===== config.mk =====
export PLATFORM = sky130hd
export DESIGN_NAME = sdram_subsys_top
export DESIGN_NICKNAME = d
export VERILOG_FILES = /design/src/source/sdram_pkg.sv /design/src/source/sdram_cmd_fsm.sv /design/src/source/sdram_rd_capture.sv /design/src/source/sdram_subsys_top.sv /design/src/source/wb_sdram_port.sv
export VERILOG_INCLUDE_DIRS = /design/src /design/src/source
export SDC_FILE = /design/constraint.sdc
export NUM_CORES = 1
export LEC_CHECK = 0
export ABC_AREA = 0
export CORE_AREA = 2 2 147 149
export DETAILED_ROUTE_END_ITERATION = 10
export DIE_AREA = 0 0 149 151
export DONT_BUFFER_PORTS = 1
export PLACE_DENSITY_LB_ADDON = 0.05
export RECOVER_POWER = 100
export SYNTH_ARGS = -nofsm -noshare
export SYNTH_HDL_FRONTEND = slang
export SYNTH_SLANG_ARGS = --single-unit
export TNS_END_PERCENT = 20

===== constraint.sdc =====
create_clock -name clk -period 7.1 [get_ports clk]
set_input_delay 1.065 -clock clk [delete_from_list [all_inputs] [get_ports clk]]
set_output_delay 1.065 -clock clk [all_outputs]
set_load 0.01 [all_outputs]

===== src/source/sdram_consts.svh =====
// sdram constants: bus widths, burst and latency setup, cycle-count timing
`ifndef SDRAM_CONSTS_SVH
`define SDRAM_CONSTS_SVH

// wishbone side, word addressed
`define SDRAM_WB_ADDR_W 24
`define SDRAM_WB_DATA_W 32

// sdram side, 32M x 16 part
`define SDRAM_A_W 13
`define SDRAM_DQ_W 16
`define SDRAM_COL_W 10
`define SDRAM_ROW_W 13
`define SDRAM_BANK_W 2

// two halfword beats make one bus word
`define SDRAM_CAS_LAT 2
`define SDRAM_BURST_LEN 2

// all timing in clock cycles
// power-up wait is shortened for simulation
`define SDRAM_T_INIT 20
`define SDRAM_T_MRD 2
`define SDRAM_T_RCD 2
`define SDRAM_T_RP 2
`define SDRAM_T_RC 6
`define SDRAM_T_WR 2
// longest allowed gap between two auto-refresh commands
`define SDRAM_REFRESH_INTERVAL 100

`endif


===== src/source/sdram_pkg.sv =====
// sdram types: command encoding, request, pin bundle and read return
`include "sdram_consts.svh"

package sdram_pkg;

  // {cs_n, ras_n, cas_n, we_n}
  typedef enum logic [3:0] {
    cmd_load_mode    = 4'b0000,
    cmd_auto_refresh = 4'b0001,
    cmd_precharge    = 4'b0010,
    cmd_active       = 4'b0011,
    cmd_write        = 4'b0100,
    cmd_read         = 4'b0101,
    cmd_nop          = 4'b0111,
    cmd_deselect     = 4'b1111
  } sdram_cmd_e;

  // one word access, address already in halfword units
  typedef struct packed {
    logic                         we;
    logic [`SDRAM_BANK_W-1:0]     bank;
    logic [`SDRAM_ROW_W-1:0]      row;
    logic [`SDRAM_COL_W-1:0]      col;
    logic [`SDRAM_WB_DATA_W-1:0]  wdata;
  } sdram_req_t;

  // everything the controller drives toward the chip
  typedef struct packed {
    logic                      cke;
    sdram_cmd_e                cmd;
    logic [`SDRAM_BANK_W-1:0]  ba;
    logic [`SDRAM_A_W-1:0]     a;
    logic [`SDRAM_DQ_W-1:0]    dq_out;
    logic                      dq_oe;
    // {dqmh, dqml}
    logic [1:0]                dqm;
  } sdram_pins_t;

  // packed read word, valid is a single-cycle strobe
  typedef struct packed {
    logic                         valid;
    logic [`SDRAM_WB_DATA_W-1:0]  data;
  } sdram_rd_t;

  // write burst mode, reserved, cas latency, sequential, burst length 2
  localparam logic [`SDRAM_A_W-1:0] sdram_mode_word = 13'b000_0_00_010_0_001;

endpackage


===== src/source/sdram_cmd_fsm.sv =====
// sdram command sequencer: init, mode load, auto-refresh, activate and read/write
`timescale 1ns/1ps
`include "sdram_consts.svh"

module sdram_cmd_fsm
  import sdram_pkg::*;
(
  input  logic         clk,
  input  logic         reset,
  input  sdram_req_t   req,
  input  logic         req_valid,
  output logic         req_accept,
  output logic         wr_done,
  output logic         rd_issue,
  output sdram_pins_t  pins
);

  localparam int cnt_w = 8;
  localparam int ref_w = $clog2(`SDRAM_REFRESH_INTERVAL + 1);

  // init schedule, values are the cycle before the command shows on the pins
  localparam logic [cnt_w-1:0] pre_at  = cnt_w'(`SDRAM_T_INIT - 1);
  localparam logic [cnt_w-1:0] ref1_at = cnt_w'(`SDRAM_T_INIT + `SDRAM_T_RP - 1);
  localparam logic [cnt_w-1:0] ref2_at = cnt_w'(`SDRAM_T_INIT + `SDRAM_T_RP + `SDRAM_T_RC - 1);
  localparam logic [cnt_w-1:0] lmr_at  =
      cnt_w'(`SDRAM_T_INIT + `SDRAM_T_RP + 2 * `SDRAM_T_RC - 1);

  // last cycle of each timed phase
  localparam logic [cnt_w-1:0] mrd_last  = cnt_w'(`SDRAM_T_MRD - 1);
  localparam logic [cnt_w-1:0] rcd_last  = cnt_w'(`SDRAM_T_RCD - 1);
  localparam logic [cnt_w-1:0] rd_last   = cnt_w'(`SDRAM_CAS_LAT + `SDRAM_BURST_LEN - 1);
  localparam logic [cnt_w-1:0] wr_last   =
      cnt_w'(`SDRAM_BURST_LEN + `SDRAM_T_WR + `SDRAM_T_RP - 1);
  localparam logic [cnt_w-1:0] rc_last   = cnt_w'(`SDRAM_T_RC - 1);
  localparam logic [cnt_w-1:0] beat_last = cnt_w'(`SDRAM_BURST_LEN - 1);

  // due early enough that a full activate plus write still fits in the interval
  localparam logic [ref_w-1:0] refresh_due = ref_w'(`SDRAM_REFRESH_INTERVAL - `SDRAM_T_RCD
      - (`SDRAM_BURST_LEN + `SDRAM_T_WR + `SDRAM_T_RP) - 2);
  localparam logic [ref_w-1:0] refresh_limit = ref_w'(`SDRAM_REFRESH_INTERVAL);

  // nop with cke low right out of reset
  localparam sdram_pins_t reset_pins = '{
    cke: 1'b0, cmd: cmd_nop, ba: '0, a: '0, dq_out: '0, dq_oe: 1'b0, dqm: '0
  };

  typedef enum logic [2:0] {
    st_init, st_mode, st_idle, st_active, st_read, st_write, st_refresh
  } state_e;

  state_e            state;
  state_e            next_state;
  logic [cnt_w-1:0]  wait_cnt;
  logic [ref_w-1:0]  ref_cnt;
  sdram_req_t        req_q;
  sdram_pins_t       next_pins;
  logic              phase_end;
  logic              take_req;
  logic              init_done;

  assign init_done = (state != st_init) && (state != st_mode);

  always_comb begin
    next_state = state;
    phase_end  = 1'b0;
    take_req   = 1'b0;
    next_pins        = reset_pins;
    next_pins.cke    = 1'b1;
    case (state)
      st_init: begin
        // a10 high makes the precharge hit every bank
        if (wait_cnt == pre_at) begin
          next_pins.cmd   = cmd_precharge;
          next_pins.a[10] = 1'b1;
        end
        if (wait_cnt == ref1_at || wait_cnt == ref2_at) begin
          next_pins.cmd = cmd_auto_refresh;
        end
        if (wait_cnt == lmr_at) begin
          next_pins.cmd = cmd_load_mode;
          next_pins.a   = sdram_mode_word;
          next_state    = st_mode;
        end
      end
      st_mode: begin
        if (wait_cnt == mrd_last) begin
          next_state = st_idle;
        end
      end
      st_idle: phase_end = 1'b1;
      st_active: begin
        // column command with auto-precharge after trcd
        if (wait_cnt == rcd_last) begin
          next_state                        = req_q.we ? st_write : st_read;
          next_pins.cmd                     = req_q.we ? cmd_write : cmd_read;
          next_pins.ba                      = req_q.bank;
          next_pins.a[`SDRAM_COL_W-1:0]     = req_q.col;
          next_pins.a[10]                   = 1'b1;
          // low halfword goes out with the write command
          next_pins.dq_out = req_q.wdata[`SDRAM_DQ_W-1:0];
          next_pins.dq_oe  = req_q.we;
        end
      end
      st_read: phase_end = (wait_cnt == rd_last);
      st_write: begin
        // second beat carries the high halfword
        if (wait_cnt < beat_last) begin
          next_pins.dq_out = req_q.wdata[`SDRAM_WB_DATA_W-1 -: `SDRAM_DQ_W];
          next_pins.dq_oe  = 1'b1;
        end
        phase_end = (wait_cnt == wr_last);
      end
      st_refresh: phase_end = (wait_cnt == rc_last);
      default: next_state = st_idle;
    endcase

    // bank is closed here, pick refresh first, then a waiting request
    if (phase_end) begin
      if (ref_cnt >= refresh_due) begin
        next_state    = st_refresh;
        next_pins.cmd = cmd_auto_refresh;
      end else if (req_valid) begin
        take_req      = 1'b1;
        next_state    = st_active;
        next_pins.cmd = cmd_active;
        next_pins.ba  = req.bank;
        next_pins.a   = req.row;
      end else begin
        next_state = st_idle;
      end
    end
  end

  always_ff @(posedge clk) begin
    if (reset) begin
      state      <= st_init;
      wait_cnt   <= '0;
      ref_cnt    <= '0;
      pins       <= reset_pins;
      req_accept <= 1'b0;
      wr_done    <= 1'b0;
      rd_issue   <= 1'b0;
    end else begin
      state <= next_state;
      // restart the phase timer on every state change
      wait_cnt <= (next_state != state) ? '0 : wait_cnt + 1'b1;
      // cycles since the last auto-refresh on the pins
      ref_cnt    <= (next_pins.cmd == cmd_auto_refresh) ? '0 : ref_cnt + 1'b1;
      pins       <= next_pins;
      req_accept <= take_req;
      rd_issue   <= (next_pins.cmd == cmd_read);
      // lands on the last write recovery cycle
      wr_done    <= (state == st_write) && (wait_cnt == wr_last - 1'b1);
    end
  end

  // held for the whole activate and column phase
  always_ff @(posedge clk) begin
    if (take_req) begin
      req_q <= req;
    end
  end

  // column command never closer than trcd to the activate before it
  a_rcd_spacing: assert property (
    @(posedge clk) disable iff (reset)
    (pins.cmd == cmd_active) |=>
      (pins.cmd != cmd_read && pins.cmd != cmd_write) [*(`SDRAM_T_RCD - 1)]
  );

  // traffic must not starve refresh once the chip is up
  a_refresh_interval: assert property (
    @(posedge clk) disable iff (reset)
    init_done |-> (ref_cnt < refresh_limit)
  );

endmodule


===== src/source/sdram_rd_capture.sv =====
// read capture: takes the two halfword beats after cas latency and packs a word
`timescale 1ns/1ps
`include "sdram_consts.svh"

module sdram_rd_capture
  import sdram_pkg::*;
(
  input  logic                    clk,
  input  logic                    reset,
  input  logic                    rd_issue,
  input  logic [`SDRAM_DQ_W-1:0]  dq_in,
  output sdram_rd_t               rd_ret
);

  localparam int cl = `SDRAM_CAS_LAT;

  // bit k set means a read command went out k+1 cycles ago
  logic [cl:0]                    issue_pipe;
  logic [`SDRAM_DQ_W-1:0]         low_beat;
  logic                           ret_valid;
  logic [`SDRAM_WB_DATA_W-1:0]    ret_data;

  always_ff @(posedge clk) begin
    if (reset) begin
      issue_pipe <= '0;
      ret_valid  <= 1'b0;
    end else begin
      issue_pipe <= {issue_pipe[cl-1:0], rd_issue};
      // word is complete once the high beat is taken
      ret_valid  <= issue_pipe[cl];
    end
  end

  always_ff @(posedge clk) begin
    // first beat, cas latency after the read command
    if (issue_pipe[cl-1]) begin
      low_beat <= dq_in;
    end
    // second beat, low halfword sits at the even address
    if (issue_pipe[cl]) begin
      ret_data <= {dq_in, low_beat};
    end
  end

  assign rd_ret = '{valid: ret_valid, data: ret_data};

  // each read yields exactly one strobe even with reads back to back
  a_valid_pulse: assert property (
    @(posedge clk) disable iff (reset)
    ret_valid |=> !ret_valid
  );

endmodule


===== src/source/sdram_subsys_top.sv =====
// sdram subsystem top: wishbone port, command sequencer and read capture
`timescale 1ns/1ps
`include "sdram_consts.svh"

module sdram_subsys_top
  import sdram_pkg::*;
(
  input  logic                         clk,
  input  logic                         reset,
  input  logic                         wb_cyc,
  input  logic                         wb_stb,
  input  logic                         wb_we,
  input  logic [`SDRAM_WB_ADDR_W-1:0]  wb_adr,
  input  logic [`SDRAM_WB_DATA_W-1:0]  wb_dat_w,
  input  logic [`SDRAM_DQ_W-1:0]       sdram_dq_in,
  output logic                         wb_ack,
  output logic [`SDRAM_WB_DATA_W-1:0]  wb_dat_r,
  output sdram_pins_t                  sdram_pins
);

  // port to sequencer
  sdram_req_t  req;
  logic        req_valid;
  logic        req_accept;
  logic        wr_done;
  // sequencer to capture, capture back to port
  logic        rd_issue;
  sdram_rd_t   rd_ret;

  wb_sdram_port u_port (
    .clk        (clk),
    .reset      (reset),
    .wb_cyc     (wb_cyc),
    .wb_stb     (wb_stb),
    .wb_we      (wb_we),
    .wb_adr     (wb_adr),
    .wb_dat_w   (wb_dat_w),
    .req_accept (req_accept),
    .wr_done    (wr_done),
    .rd_ret     (rd_ret),
    .wb_ack     (wb_ack),
    .wb_dat_r   (wb_dat_r),
    .req        (req),
    .req_valid  (req_valid)
  );

  sdram_cmd_fsm u_cmd (
    .clk        (clk),
    .reset      (reset),
    .req        (req),
    .req_valid  (req_valid),
    .req_accept (req_accept),
    .wr_done    (wr_done),
    .rd_issue   (rd_issue),
    .pins       (sdram_pins)
  );

  sdram_rd_capture u_capture (
    .clk      (clk),
    .reset    (reset),
    .rd_issue (rd_issue),
    .dq_in    (sdram_dq_in),
    .rd_ret   (rd_ret)
  );

endmodule


===== src/source/wb_sdram_port.sv =====
// wishbone classic slave port: one sdram request per bus cycle, ack on completion
`timescale 1ns/1ps
`include "sdram_consts.svh"

module wb_sdram_port
  import sdram_pkg::*;
(
  input  logic                         clk,
  input  logic                         reset,
  input  logic                         wb_cyc,
  input  logic                         wb_stb,
  input  logic                         wb_we,
  input  logic [`SDRAM_WB_ADDR_W-1:0]  wb_adr,
  input  logic [`SDRAM_WB_DATA_W-1:0]  wb_dat_w,
  input  logic                         req_accept,
  input  logic                         wr_done,
  input  sdram_rd_t                    rd_ret,
  output logic                         wb_ack,
  output logic [`SDRAM_WB_DATA_W-1:0]  wb_dat_r,
  output sdram_req_t                   req,
  output logic                         req_valid
);

  // an access is in flight from request latch until ack
  logic busy;
  logic start;
  logic done;

  // new cycle is only taken while idle
  assign start = wb_cyc && wb_stb && !busy;

  // completion depends on direction of the held request
  assign done = busy && !wb_ack && (req.we ? wr_done : rd_ret.valid);

  always_ff @(posedge clk) begin
    if (reset) begin
      busy      <= 1'b0;
      req_valid <= 1'b0;
      wb_ack    <= 1'b0;
    end else begin
      // ack is a single pulse
      wb_ack <= done;
      if (start) begin
        busy      <= 1'b1;
        req_valid <= 1'b1;
      end else if (req_accept) begin
        req_valid <= 1'b0;
      end
      // free again once the master has seen ack
      if (wb_ack) begin
        busy <= 1'b0;
      end
    end
  end

  // request payload
  always_ff @(posedge clk) begin
    if (start) begin
      req.we <= wb_we;
      // word address times two gives the halfword address
      {req.bank, req.row, req.col} <= {wb_adr, 1'b0};
      req.wdata <= wb_dat_w;
    end
  end

  // hold the returned word for the ack cycle
  always_ff @(posedge clk) begin
    if (rd_ret.valid) begin
      wb_dat_r <= rd_ret.data;
    end
  end

  // an ack outside a live cycle would be seen by no master
  a_ack_in_cycle: assert property (
    @(posedge clk) disable iff (reset)
    wb_ack |-> (wb_cyc && wb_stb)
  );

endmodule

==> metrics.md <==
| Metric | Value |
|---|---|
| Initial antenna violation count | `2` |
| Crit Path Max Fanout | `44` |
| Remaining routing DRC violations | `0` |
| Register area | `6716 um2` |
| Worst hold path type | `flip-flop to flip-flop` |
| Number of clock sinks | `245` |
| Max_cap viols | `5` |
| CP Data Required Time | `7190 ps` |
| Crit-path leading delay family | `buffers and inverters` |
| Post-detail-place hpwl | `9.306 mm` |
| Final total power | `2.921 mW` |
| First-pass GRT wire length | `21.70 mm` |
| Fin cells | `774` |
| ANT nets after route | `0` |
| Input/output buffers | `0` |
| Routed via count | `3,789` |
| Standard-cell rows | `53` |
| Num CTS Buffers | `26` |
| Max stage delay on crit path | `1710 ps` |
| Cell count after synthesis | `461` |
| Crit-path slowest cell | `clkbuf_1` |
| Avg Inst Size Synth | `17.79 um2` |
| Pre-antenna DRT Iters | `4` |
| Crit Path Category | `flip-flop to flip-flop` |
| R2r setup slk | `2770 ps` |
| Largest net degree at the start of global routing | `59` |
| R2R cell count | `5` |
| CTS tree | `built` |
| DP Cell Count | `726` |
| RR Endpoint | `u_cmd.req_q[31]` |
| Fmax achieved | `0.2309 GHz` |
| Worst Setup SP | `u_cmd.wait_cnt[4]` |
| Vias per cell | `4.895` |
| # fillers | `1,833` |
| Final RePlAce weighted congestion | `0.8622` |
| Peak supply drop | `0.0001841 V` |
| Root Buffer | `clkbuf_16` |
| TNS Setup | `0 ps` |
| Predominant post-synthesis flop cell | `edfxtp_1` |
| PostCTS Resize Cnt | `0` |
| Unique cell type count in the Yosys netlist | `58` |
| CP Cell Sequence | `or4_1 -> o32ai_1 -> o21ai_0 -> nor2_4 -> clkbuf_1` |
| Post-CTS Setup Inserts | `0` |
| Core footprint | `20,820 um2` |
| Status | `complete, but fails checks` |
| CP Buf/Inv Count | `1` |
| Reg2reg start | `u_cmd.wait_cnt[4]` |
| # diodes | `0` |
| # nets final | `562` |
| Power Dens Cells | `315.0 nW/um2` |
| Post-synthesis sequential area ratio | `0.8192` |
| Actual slew at the worst max-slew pin | `3253 ps` |
| Die Area | `22,500 um2` |
| CP endpoint | `u_cmd.req_q[31]` |
| Number of synthesized flops with an enable pin | `181` |
| Clk_lat worst skew | `520 ps` |
| Worst slew margin | `-1.169` |
| Routed WL | `14.45 mm` |
| Failing checks | `max-capacitance violations, max-slew violations` |
| Synth Cell Area | `8199 um2` |
| Syn-to-layout area delta | `13.06%` |
| Initial DRC Count | `220` |
| CTS Hold Buffers Added | `0` |
| Synth warn | `0` |
| Final design utilization | `0.4452` |
| I/O pins | `149` |
| Share of cells above drive strength 1 | `0.09619` |
| LEAKAGE | `2.977 nW` |
| Number of global-route vias before repair | `3,820` |
| Slew Viols, Final | `184` |
| Clock buffer depth | `3` |
| Min Tclk post-route | `4330 ps` |
| CP Depth | `5` |
| Post-route clock period utilization | `0.6099` |
| CTS clk-pin slew, worst paths | `60 ps` |
| Hold Violations, Final | `0` |
| Die width | `149 um` |
| Routed len/inst | `18.67 um` |
| Gr ovfl total | `0` |
| Setup Viol. Count Final | `0` |
| CP Capture Type | `flip-flop` |
| Worst clock skew | `12.69 ps` |
| Area occupied by multi-input gates | `1285 um2` |
| GRT Total Usage | `0.1263` |
| Die Y | `151 um` |
| Critical path arrival | `4420 ps` |
| Max H-tree Level | `1` |
| Hold WS | `408.8 ps` |
| Initial Util | `0.3938` |
| Unrepaired setup endpoints after global routing | `no` |
| Yosys reg bits | `245` |
| Async SR Flop Fraction | `0` |
| Critical path launch point type | `flip-flop` |
==> layout by cell type (no fill, tap or decap), types with 7 or more instances in the layout <==
cell type / Yosys / final
nor2b_1: 8 / 8
a22o_1: 10 / 10
edfxtp_1: 181 / 181
inv_1: 12 / 12
clkbuf_1: 6 / 9
o21ai_0: 6 / 8
nand3_1: 10 / 10
a211oi_1: 13 / 13
nand2_1: 12 / 12
nor2_1: 29 / 27
xnor2_1: 8 / 8
a21oi_1: 7 / 7
dfxtp_1: 64 / 64
clkbuf_16: 0 / 26
a22oi_1: 16 / 16
==> synthesized netlist by cell type, types with 2 or more instances <==
master / n / share of area
and4_1: 2 / 0.0021
or3_1: 2 / 0.0015
a221oi_2: 2 / 0.0037
buf_2: 3 / 0.0018
xnor2_1: 8 / 0.0085
nand4_1: 2 / 0.0015
a22o_1: 10 / 0.011
xor2_1: 4 / 0.0043
nand2_1: 12 / 0.0055
and3_1: 2 / 0.0015
edfxtp_1: 181 / 0.66
and2_1: 6 / 0.0046
clkbuf_1: 6 / 0.0027
buf_4: 5 / 0.0046
nor3_1: 5 / 0.0031
o21ai_2: 2 / 0.0021
o21ai_0: 6 / 0.0037
nand3b_1: 2 / 0.0018
nor4b_1: 2 / 0.0021
a21boi_0: 2 / 0.0018
nand3_1: 10 / 0.0061
a22oi_1: 16 / 0.015
dfxtp_1: 64 / 0.16
nand2b_1: 4 / 0.0031
ha_1: 6 / 0.0092
a21oi_1: 7 / 0.0043
inv_1: 12 / 0.0055
nor2b_1: 8 / 0.0061
a211oi_1: 13 / 0.012
nor2_1: 29 / 0.013
==> worst min-delay path by stage <==
stage,slack (ps),cells past startpoint,from,end
after CTS,410,0,u_port.req[3],u_cmd.req_q[3]
after global placement,400,0,u_port.req[37],u_cmd.req_q[37]
after floorplan,400,0,u_capture.low_beat[0],u_capture.ret_data[0]
final,410,0,u_port.req[3],u_cmd.req_q[3]
after global routing,410,0,u_port.req[3],u_cmd.req_q[3]
after detailed placement,400,0,u_capture.low_beat[2],u_capture.ret_data[2]
==> routing by layer <==
metal / wire length, um / GRT usage
met5: 30 / 0
met4: 348 / 0.04190
met3: 1446 / 0.05964
met2: 6834 / 0.2028
met1: 5790 / 0.1508
==> area by class of cell <==
type                    count  area share
flip-flops and latches    245      0.7245
multi-input cells         189      0.1386
clock buffers              33     0.07518
well taps                 275     0.03712
clock inverters            15     0.01768
inverters                  13    0.005264
repair buffers              4    0.001620
==> power breakdown <==
group | internal [mW] | leakage (nW) | switching, mW
sequential | 1.55 | 2.16 | 0.00967
combinational | 0.00901 | 0.393 | 0.0200
clock | 0.804 | 0.422 | 0.525
total | 2.37 | 2.98 | 0.555
==> registers in the layout, summed over array words and instances, names as in the netlist, 3 cells and up <==
name                  flops
u_capture.issue_pipe      3
u_capture.low_beat       16
u_capture.ret_data       32
u_cmd.pins               36
u_cmd.ref_cnt             7
u_cmd.req_q              44
u_cmd.state               3
u_cmd.wait_cnt            8
u_port.req               57
u_port.wb_dat_r          32
==> per-stage QoR <==
stage	area (um2)	worst slack [ps]
3_3_place_gp	8506	4575
6_report	9270	2770
4_1_cts	9366	4555
2_1_floorplan	8207	3074
3_5_place_dp	8506	4557
5_1_grt	9270	2353
==> cell families (layout without fill, tap and decap cells) <==
group	Yosys count	count (layout)	synth area share
flops	245	245	0.8192
simple gates	93	93	0.06226
compound gates	73	73	0.07524
buf+inv	29	65	0.01694
xor+xnor	12	12	0.01282
fa+ha+maj	6	6	0.009156
mux	2	2	0.003968
other cells	1	3	0.0004574
No activity file was read; power rests on OpenSTA's default activity.
